===== src/logic/div_pkg.sv =====
// Shared widths and packed types for the sequential integer divider
// Request, captured mode flags and the raw quotient/remainder pair
`default_nettype none

package div_pkg;

  // Operand and result width
  localparam int unsigned XLEN = 32;

  // Iteration counter, must reach XLEN+2 for the remainder path
  localparam int unsigned CNT_W = 6;

  // One divide request, sampled on start
  typedef struct packed {
    logic [XLEN-1:0] dividend;
    logic [XLEN-1:0] divisor;
    logic            is_signed;   // Signed divide or remainder
    logic            want_rem;    // Remainder instead of quotient
  } div_req_t;

  // Flags captured at start and held for the whole run
  typedef struct packed {
    logic signed_eff;     // Signed and divisor nonzero
    logic want_rem;
    logic dividend_neg;   // Dividend sign, signed only
    logic divisor_neg;    // Divisor sign, signed only
  } div_mode_t;

  // Unsigned result as held in the Q and A registers
  typedef struct packed {
    logic [XLEN-1:0] quot;
    logic [XLEN-1:0] rem;
  } div_raw_t;

endpackage

`default_nettype wire

===== src/logic/div_top.sv =====
// Sequential integer divider, top level
// Non-restoring divide at one bit per cycle with a one-cycle small-operand shortcut
`timescale 1ns/1ns
`default_nettype none

module div_top #(
  parameter int unsigned SMALL_W = 4
) (
  input  logic                     clk,
  input  logic                     rst_n,
  input  logic                     start,
  input  div_pkg::div_req_t        req,
  input  logic                     flush,
  input  logic                     fast_div_disable,
  output logic                     busy,
  output logic                     finish,
  output logic                     finish_early,
  output logic [div_pkg::XLEN-1:0] result
);

  div_pkg::div_mode_t       mode;
  div_pkg::div_raw_t        raw;
  logic                     first_cycle;
  logic                     step;
  logic                     correct_phase;
  logic                     shortcut_win;
  logic                     small_hit;
  logic [SMALL_W-1:0]       small_q;
  logic [div_pkg::XLEN-1:0] q_low;
  logic [div_pkg::XLEN-1:0] m_low;

  div_ctrl u_ctrl (
    .clk              (clk),
    .rst_n            (rst_n),
    .start            (start),
    .req              (req),
    .flush            (flush),
    .fast_div_disable (fast_div_disable),
    .small_hit        (small_hit),
    .mode             (mode),
    .first_cycle      (first_cycle),
    .step             (step),
    .correct_phase    (correct_phase),
    .shortcut_win     (shortcut_win),
    .busy             (busy),
    .finish           (finish),
    .finish_early     (finish_early)
  );

  div_datapath u_datapath (
    .clk           (clk),
    .rst_n         (rst_n),
    .start         (start),
    .req           (req),
    .mode          (mode),
    .first_cycle   (first_cycle),
    .step          (step),
    .correct_phase (correct_phase),
    .raw           (raw),
    .q_low         (q_low),
    .m_low         (m_low)
  );

  div_smallnum #(.SMALL_W(SMALL_W)) u_smallnum (
    .q_low        (q_low),
    .m_low        (m_low),
    .shortcut_win (shortcut_win),
    .small_hit    (small_hit),
    .small_q      (small_q)
  );

  div_result #(.SMALL_W(SMALL_W)) u_result (
    .raw       (raw),
    .mode      (mode),
    .small_hit (small_hit),
    .small_q   (small_q),
    .result    (result)
  );

endmodule

`default_nettype wire


===== src/logic/div_result.sv =====
// Divider result stage
// Applies the sign fix-up and picks quotient, remainder or the short quotient
`timescale 1ns/1ns
`default_nettype none

module div_result #(
  parameter int unsigned SMALL_W = 4
) (
  input  div_pkg::div_raw_t        raw,
  input  div_pkg::div_mode_t       mode,
  input  logic                     small_hit,
  input  logic [SMALL_W-1:0]       small_q,
  output logic [div_pkg::XLEN-1:0] result
);

  localparam int unsigned N = div_pkg::XLEN;

  logic         quot_neg;
  logic         rem_neg;
  logic [N-1:0] quot_fix;
  logic [N-1:0] rem_fix;
  logic [N-1:0] small_ext;

  // Quotient negative when operand signs differ
  assign quot_neg = mode.signed_eff & (mode.dividend_neg ^ mode.divisor_neg);
  // Remainder follows the dividend sign
  assign rem_neg  = mode.signed_eff & mode.dividend_neg;

  assign quot_fix = quot_neg ? (~raw.quot + 1'b1) : raw.quot;
  assign rem_fix  = rem_neg ? (~raw.rem + 1'b1) : raw.rem;

  assign small_ext = {{(N - SMALL_W){1'b0}}, small_q};

  always_comb begin
    if (small_hit) begin
      result = small_ext;
    end else if (mode.want_rem) begin
      result = rem_fix;
    end else begin
      result = quot_fix;
    end
  end

endmodule

`default_nettype wire


===== src/logic/div_smallnum.sv =====
// Small-operand shortcut for the divider
// Detects operands that fit in SMALL_W bits and divides them in one cycle
`timescale 1ns/1ns
`default_nettype none

module div_smallnum #(
  parameter int unsigned SMALL_W = 4
) (
  input  logic [div_pkg::XLEN-1:0] q_low,
  input  logic [div_pkg::XLEN-1:0] m_low,
  input  logic                     shortcut_win,
  output logic                     small_hit,
  output logic [SMALL_W-1:0]       small_q
);

  localparam int unsigned N = div_pkg::XLEN;

  logic               q_fits;
  logic               m_fits;
  logic               m_nonzero;
  logic [SMALL_W-1:0] n_small;
  logic [SMALL_W-1:0] d_small;
  logic [SMALL_W:0]   rem_acc;

  // Upper bits all zero, so negative signed operands never hit
  assign q_fits    = (q_low[N-1:SMALL_W] == '0);
  assign m_fits    = (m_low[N-1:SMALL_W] == '0);
  assign m_nonzero = (m_low != '0);

  assign small_hit = shortcut_win & q_fits & m_fits & m_nonzero;

  assign n_small = q_low[SMALL_W-1:0];
  assign d_small = m_low[SMALL_W-1:0];

  // Restoring array divide, one row per quotient bit
  always_comb begin
    rem_acc = '0;
    small_q = '0;
    for (int i = SMALL_W - 1; i >= 0; i--) begin
      rem_acc = {rem_acc[SMALL_W-1:0], n_small[i]};
      if (rem_acc >= {1'b0, d_small}) begin
        rem_acc    = rem_acc - {1'b0, d_small};
        small_q[i] = 1'b1;
      end
    end
  end

endmodule

`default_nettype wire


===== src/logic/div_datapath.sv =====
// Non-restoring divide datapath with A, Q and M registers
// Negates a signed negative dividend on entry and restores a negative remainder once
`timescale 1ns/1ns
`default_nettype none

module div_datapath (
  input  logic                     clk,
  input  logic                     rst_n,
  input  logic                     start,
  input  div_pkg::div_req_t        req,
  input  div_pkg::div_mode_t       mode,
  input  logic                     first_cycle,
  input  logic                     step,
  input  logic                     correct_phase,
  output div_pkg::div_raw_t        raw,
  output logic [div_pkg::XLEN-1:0] q_low,
  output logic [div_pkg::XLEN-1:0] m_low
);

  localparam int unsigned N = div_pkg::XLEN;

  logic [N:0]   a_q;        // Partial remainder, one extra sign bit
  logic [N-1:0] q_q;        // Dividend shifting out, quotient shifting in
  logic [N:0]   m_q;        // Divisor, sign extended when signed

  logic [N-1:0] q_eff;
  logic [N:0]   a_src;
  logic [N:0]   m_eff;
  logic [N:0]   a_next;
  logic         neg_entry;
  logic         m_comp;
  logic         add_op;
  logic         fix_a;
  logic         a_en;

  // Dividend magnitude is formed in the first step itself
  assign neg_entry = first_cycle & mode.signed_eff & mode.dividend_neg;
  assign q_eff     = neg_entry ? (~q_q + 1'b1) : q_q;

  // M already negative, so add and subtract trade places
  assign m_comp = mode.signed_eff & mode.divisor_neg;
  assign add_op = a_q[N] ^ m_comp;

  assign fix_a = correct_phase & a_q[N];
  assign a_en  = step | fix_a;

  // Correction adds the divisor back without a shift
  assign a_src  = correct_phase ? a_q : {a_q[N-1:0], q_eff[N-1]};
  assign m_eff  = add_op ? m_q : ~m_q;
  assign a_next = a_src + m_eff + {{N{1'b0}}, ~add_op};

  always_ff @(posedge clk or negedge rst_n) begin
    if (!rst_n) begin
      a_q <= '0;
      q_q <= '0;
      m_q <= '0;
    end else if (start) begin
      a_q <= '0;
      q_q <= req.dividend;
      m_q <= {req.is_signed & req.divisor[N-1], req.divisor};
    end else begin
      if (a_en) begin
        a_q <= a_next;
      end
      if (step) begin
        q_q <= {q_eff[N-2:0], ~a_next[N]};  // Quotient bit is the inverted new sign
      end
    end
  end

  assign raw.quot = q_q;
  assign raw.rem  = a_q[N-1:0];   // Nonnegative once corrected

  // Held operands for the shortcut, raw until the first step
  assign q_low = q_q;
  assign m_low = m_q[N-1:0];

endmodule

`default_nettype wire


===== src/logic/div_ctrl.sv =====
// Divider control: run state, iteration count and finish generation
// Captures the mode flags on start and ends the run on shortcut, count limit or flush
`timescale 1ns/1ns
`default_nettype none

module div_ctrl (
  input  logic               clk,
  input  logic               rst_n,
  input  logic               start,
  input  div_pkg::div_req_t  req,
  input  logic               flush,
  input  logic               fast_div_disable,
  input  logic               small_hit,
  output div_pkg::div_mode_t mode,
  output logic               first_cycle,
  output logic               step,
  output logic               correct_phase,
  output logic               shortcut_win,
  output logic               busy,
  output logic               finish,
  output logic               finish_early
);

  localparam int unsigned CNT_W = div_pkg::CNT_W;

  // Count is 1 in the first cycle, so it equals the cycle number after start
  localparam logic [CNT_W-1:0] LAST_STEP = CNT_W'(div_pkg::XLEN);
  localparam logic [CNT_W-1:0] QUOT_DONE = CNT_W'(div_pkg::XLEN + 1);
  localparam logic [CNT_W-1:0] REM_DONE  = CNT_W'(div_pkg::XLEN + 2);

  logic [CNT_W-1:0] count;
  logic             small_hold;   // Last run ended on a shortcut hit
  logic             limit_hit;

  // Kept open after a hit so the short quotient stays on the result
  assign shortcut_win  = (first_cycle & ~mode.want_rem & ~fast_div_disable) | small_hold;

  assign limit_hit     = mode.want_rem ? (count == REM_DONE) : (count == QUOT_DONE);
  assign finish        = busy & ~flush & (small_hit | limit_hit);
  assign finish_early  = busy & ~flush & small_hit;

  // A hit freezes Q and M, the shortcut reads them
  assign step          = busy & ~small_hit & (count <= LAST_STEP);
  assign correct_phase = busy & mode.want_rem & (count == QUOT_DONE);

  always_ff @(posedge clk or negedge rst_n) begin
    if (!rst_n) begin
      busy        <= 1'b0;
      first_cycle <= 1'b0;
      count       <= '0;
      small_hold  <= 1'b0;
      mode        <= '0;
    end else begin
      first_cycle <= start;
      if (start) begin
        busy              <= 1'b1;
        count             <= CNT_W'(1);
        small_hold        <= 1'b0;
        mode.signed_eff   <= req.is_signed & (req.divisor != '0);
        mode.want_rem     <= req.want_rem;
        mode.dividend_neg <= req.is_signed & req.dividend[div_pkg::XLEN-1];
        mode.divisor_neg  <= req.is_signed & req.divisor[div_pkg::XLEN-1];
      end else begin
        if (finish || flush) begin
          busy <= 1'b0;                 // Falls on the edge after finish
        end else if (busy) begin
          count <= count + 1'b1;
        end
        if (finish_early) begin
          small_hold <= 1'b1;
        end
      end
    end
  end

endmodule

`default_nettype wire


===== config.mk =====
export PLATFORM = sky130hd
export DESIGN_NAME = div_top
export DESIGN_NICKNAME = d
export VERILOG_FILES = /design/src/logic/div_pkg.sv /design/src/logic/div_top.sv /design/src/logic/div_result.sv /design/src/logic/div_smallnum.sv /design/src/logic/div_datapath.sv /design/src/logic/div_ctrl.sv
export SDC_FILE = /design/constraint.sdc
export NUM_CORES = 1
export LEC_CHECK = 0
export BUFFER_PORTS_ARGS = -buffer_cell sky130_fd_sc_hd__clkbuf_2
export CAP_MARGIN = 20
export CORE_MARGIN = 3
export CORE_UTILIZATION = 62
export CTS_BUF_LIST = sky130_fd_sc_hd__clkbuf_4
export DETAILED_ROUTE_END_ITERATION = 6
export GPL_TIMING_DRIVEN = 0
export PLACE_DENSITY = 0.81
export SETUP_SLACK_MARGIN = 0.1
export SKIP_CTS_REPAIR_TIMING = 1
export SLEW_MARGIN = 10
export SYNTH_ARGS = -nofsm -noshare
export SYNTH_HDL_FRONTEND = slang
export SYNTH_SLANG_ARGS = --single-unit

===== constraint.sdc =====
create_clock -name clk -period 6.66 [get_ports clk]
set_clock_uncertainty 0.05 [all_clocks]
set_input_delay 0.666 -clock clk [delete_from_list [all_inputs] [get_ports clk]]
set_output_delay 0.666 -clock clk [all_outputs]
set_load 0.02 [all_outputs]

==> impl_metrics.env <==
export IMPL_power_uw=4190
export IMPL_syn_area_mm2=0.00995
export IMPL_status="finished clean"
export IMPL_syn_instance_count=1209
export IMPL_placed_cells=1526
export IMPL_crit_required_ns=5.94
export IMPL_pwr_density_cell_mw_per_mm2=377
export IMPL_synth_top_area_frac=0.277
export IMPL_gp_congestion=0.992
export IMPL_crit_path_top_delay_cell="dfrtp_2"
export IMPL_root_buffer="clkbuf_4"
export IMPL_antennaDiodeCount=0
export IMPL_numClockSinks=110
export IMPL_grt_max_degree=86
export IMPL_arrival_ns=5.66
export IMPL_synth_nets=1334
export IMPL_cts_tree="yes"
export IMPL_clk_latency_ns=0.55
export IMPL_clkSlewWorstSetupHoldPaths_ns=0.19
export IMPL_drt_wl_total_um=29400
export IMPL_critical_path_class="reg -> out"
export IMPL_post_route_drc_count=0
export IMPL_worst_pin_slew_ns=0.826
export IMPL_reg2reg_to="u_datapath.q_low[0]"
export IMPL_synth_main_ff_cell="dfrtp_1"
export IMPL_portBuffers=105
export IMPL_setup_viol=0
export IMPL_max_stage_delay_ns=0.44
export IMPL_dieWidth_um=133
export IMPL_finalCriticalPeriod_ns=6.38
export IMPL_yosys_top_cells_area="dfrtp_1 (28%), xnor2_1 (7.7%), mux2_2 (6.9%), ha_1 (6.4%), o21ai_0 (6.1%)"
export IMPL_die_area_mm2=0.0176
export IMPL_hold_viol=0
export IMPL_ant_nets=0
export IMPL_vias_per_cell=6.20
export IMPL_grtUsageTotal=0.325
export IMPL_period_share=0.957
export IMPL_slew_limit_headroom=0.445
export IMPL_final_common_cell="nand2_1"
export IMPL_drive_gt1_frac=0.180
export IMPL_p_leak_uw=0.00477
export IMPL_numCtsBuffers=9
export IMPL_htreeDepth=3
export IMPL_first_global_vias=8897
export IMPL_fillCellCount=1280
export IMPL_rsz0062_at_grt="false"
export IMPL_yosys_cell_types_count=68
export IMPL_vias=9673
export IMPL_min_path_type="in -> reg"
export IMPL_syn2layout_area_growth_pct=11.6
export IMPL_r2r_start="u_ctrl.count[2]"
export IMPL_fmax_mhz=157
export IMPL_endpoint_kind="primary output"
export IMPL_dpl_hpwl_um=22800
export IMPL_drt_iter0_drc=993
export IMPL_path_max_fanout=6
export IMPL_ys_ff_latch=110
export IMPL_yosysWarnings=0
export IMPL_final_cells=1559
export IMPL_grt_ovfl_total=0
export IMPL_yosysTopAreaCell="dfrtp_1"
export IMPL_pin_count=106
export IMPL_layout_cells_most_common_list="nand2_1 (135), o21ai_0 (121), dfrtp_1 (107), nor2_1 (105), clkbuf_2 (103)"
export IMPL_final_nets=1468
export IMPL_synthArstFlopShare=1.00
export IMPL_rows=45
export IMPL_antenna_found_initial=0
export IMPL_die_y_um=133
export IMPL_wire_per_inst_um=18.8
export IMPL_vdd_drop_max_mv=0.280
export IMPL_start_util=0.645
export IMPL_reg2reg_depth=15
export IMPL_grt_pass1_wl_um=46100
export IMPL_hold_start="req[50]"
export IMPL_timing_hold_ws_ns=0.266
export IMPL_synth_edff_count=0
export IMPL_firstDrtPassIters=5
export IMPL_critPathCapture="result[0]"
export IMPL_maxCapViolCount=0
export IMPL_postLayoutCoreUtil=0.720
export IMPL_synth_area_per_cell_um2=8.23
export IMPL_core_area_mm2=0.0154
export IMPL_start_kind="flip-flop"
export IMPL_ys_seq_area_frac=0.277
export IMPL_cts_buffer_depth=2
export IMPL_report_final_slew_viol_count=0
export IMPL_cp_startpoint="u_datapath.q_low[3]"
export IMPL_rrSetupSlack_ns=0.90
==> power breakdown <==
part           switching (uW)  total [uW]  internal, uW
Combinational            1640        2840          1200
Sequential                187         985           798
Clock                     272         366          93.8
==> worst max-delay path, delay by kind of cell (launching register included) <==
kind                       cells  cell delay [ns]
AOI/OAI and AO/OA             14             2.28
adders and majority gates      4             1.12
buffers and inverters          4             0.39
DFF                            1             0.44
muxes                          1             0.35
and+or+nand+nor                5             0.57
==> per-layer routing <==
| metal | vias up | track usage | routed length (um) |
|---|---|---|---|
| met2 | 477 | 0.528 | 13600 |
| met5 | - | 0 | 0 |
| met4 | 0 | 0.118 | 946 |
| met1 | 4543 | 0.442 | 12400 |
| met3 | 72 | 0.0487 | 2420 |
| li1 | 4581 | - | - |
==> area by class of cell <==
| type | instances | area [um^2] | share of cell area |
|---|---|---|---|
| buffer | 75 | 299 | 0.0269 |
| multi-input combinational | 994 | 6830 | 0.615 |
| clock buffer | 9 | 67.6 | 0.00608 |
| tap | 211 | 264 | 0.0238 |
| clock inverter | 7 | 76.3 | 0.00687 |
| inverter | 30 | 113 | 0.0101 |
| sequential | 110 | 2760 | 0.248 |
| timing repair buffer | 123 | 694 | 0.0625 |
==> cell usage after synthesis (3+ instances only) <==
library cell / n
nand2_1: 135
o21ai_0: 122
dfrtp_1: 110
nor2_1: 105
xnor2_1: 88
xor2_1: 67
clkbuf_1: 64
mux2_2: 61
a21oi_1: 59
ha_1: 51
inv_1: 30
a211oi_1: 29
o31ai_1: 25
a22o_1: 21
nor4_1: 21
a21o_1: 20
nor3_1: 20
nand3_1: 18
or3_1: 16
nand2b_1: 15
nand4_1: 14
o211ai_1: 12
buf_2: 8
mux2i_1: 8
o41ai_1: 8
or2_2: 7
o21ai_1: 6
nor2b_1: 5
o21bai_1: 5
and3_1: 4
or4_1: 4
a31oi_1: 3
and2_1: 3
fa_1: 3
o21a_1: 3
==> worst min-delay path by stage <==
| stage | depth (start not counted) | slack, ns | endpoint |
|---|---|---|---|
| after floorplan | 0 | 0.32 | u_ctrl.busy |
| after global placement | 1 | 0.49 | u_ctrl.small_hold |
| after detailed placement | 1 | 0.49 | u_ctrl.small_hold |
| after CTS | 1 | -0.12 | u_ctrl.busy |
| after global routing | 3 | 0.26 | u_datapath.q_low[4] |
| final | 3 | 0.27 | u_datapath.q_low[16] |
==> state kept, by name (all words and copies together) (netlist names) <==
signal,flops
u_ctrl.busy,1
u_ctrl.count,6
u_ctrl.first_cycle,1
u_ctrl.mode,4
u_ctrl.small_hold,1
u_datapath.a_q,33
u_datapath.m_q,32
u_datapath.q_low,32
==> stage by stage <==
stage | TNS, ns | area [um^2] | setup slack [ns]
finish | 0 | 11100 | 0.283
global route | 0 | 11100 | 0.0296
CTS | -0.808 | 10900 | -0.808
detailed placement | -0.153 | 10800 | -0.153
global placement | 0 | 10700 | 0.00922
floorplan | 0 | 9950 | 0.704
==> cells by family after synthesis <==
| kind of cell | synth area share |
|---|---|
| flops | 0.277 |
| simple gates | 0.184 |
| xor+xnor | 0.136 |
| mux | 0.0770 |
| buf+inv | 0.0414 |
| fa+ha+maj | 0.0701 |
| compound gates | 0.215 |
(Power assumes the default switching activity.)
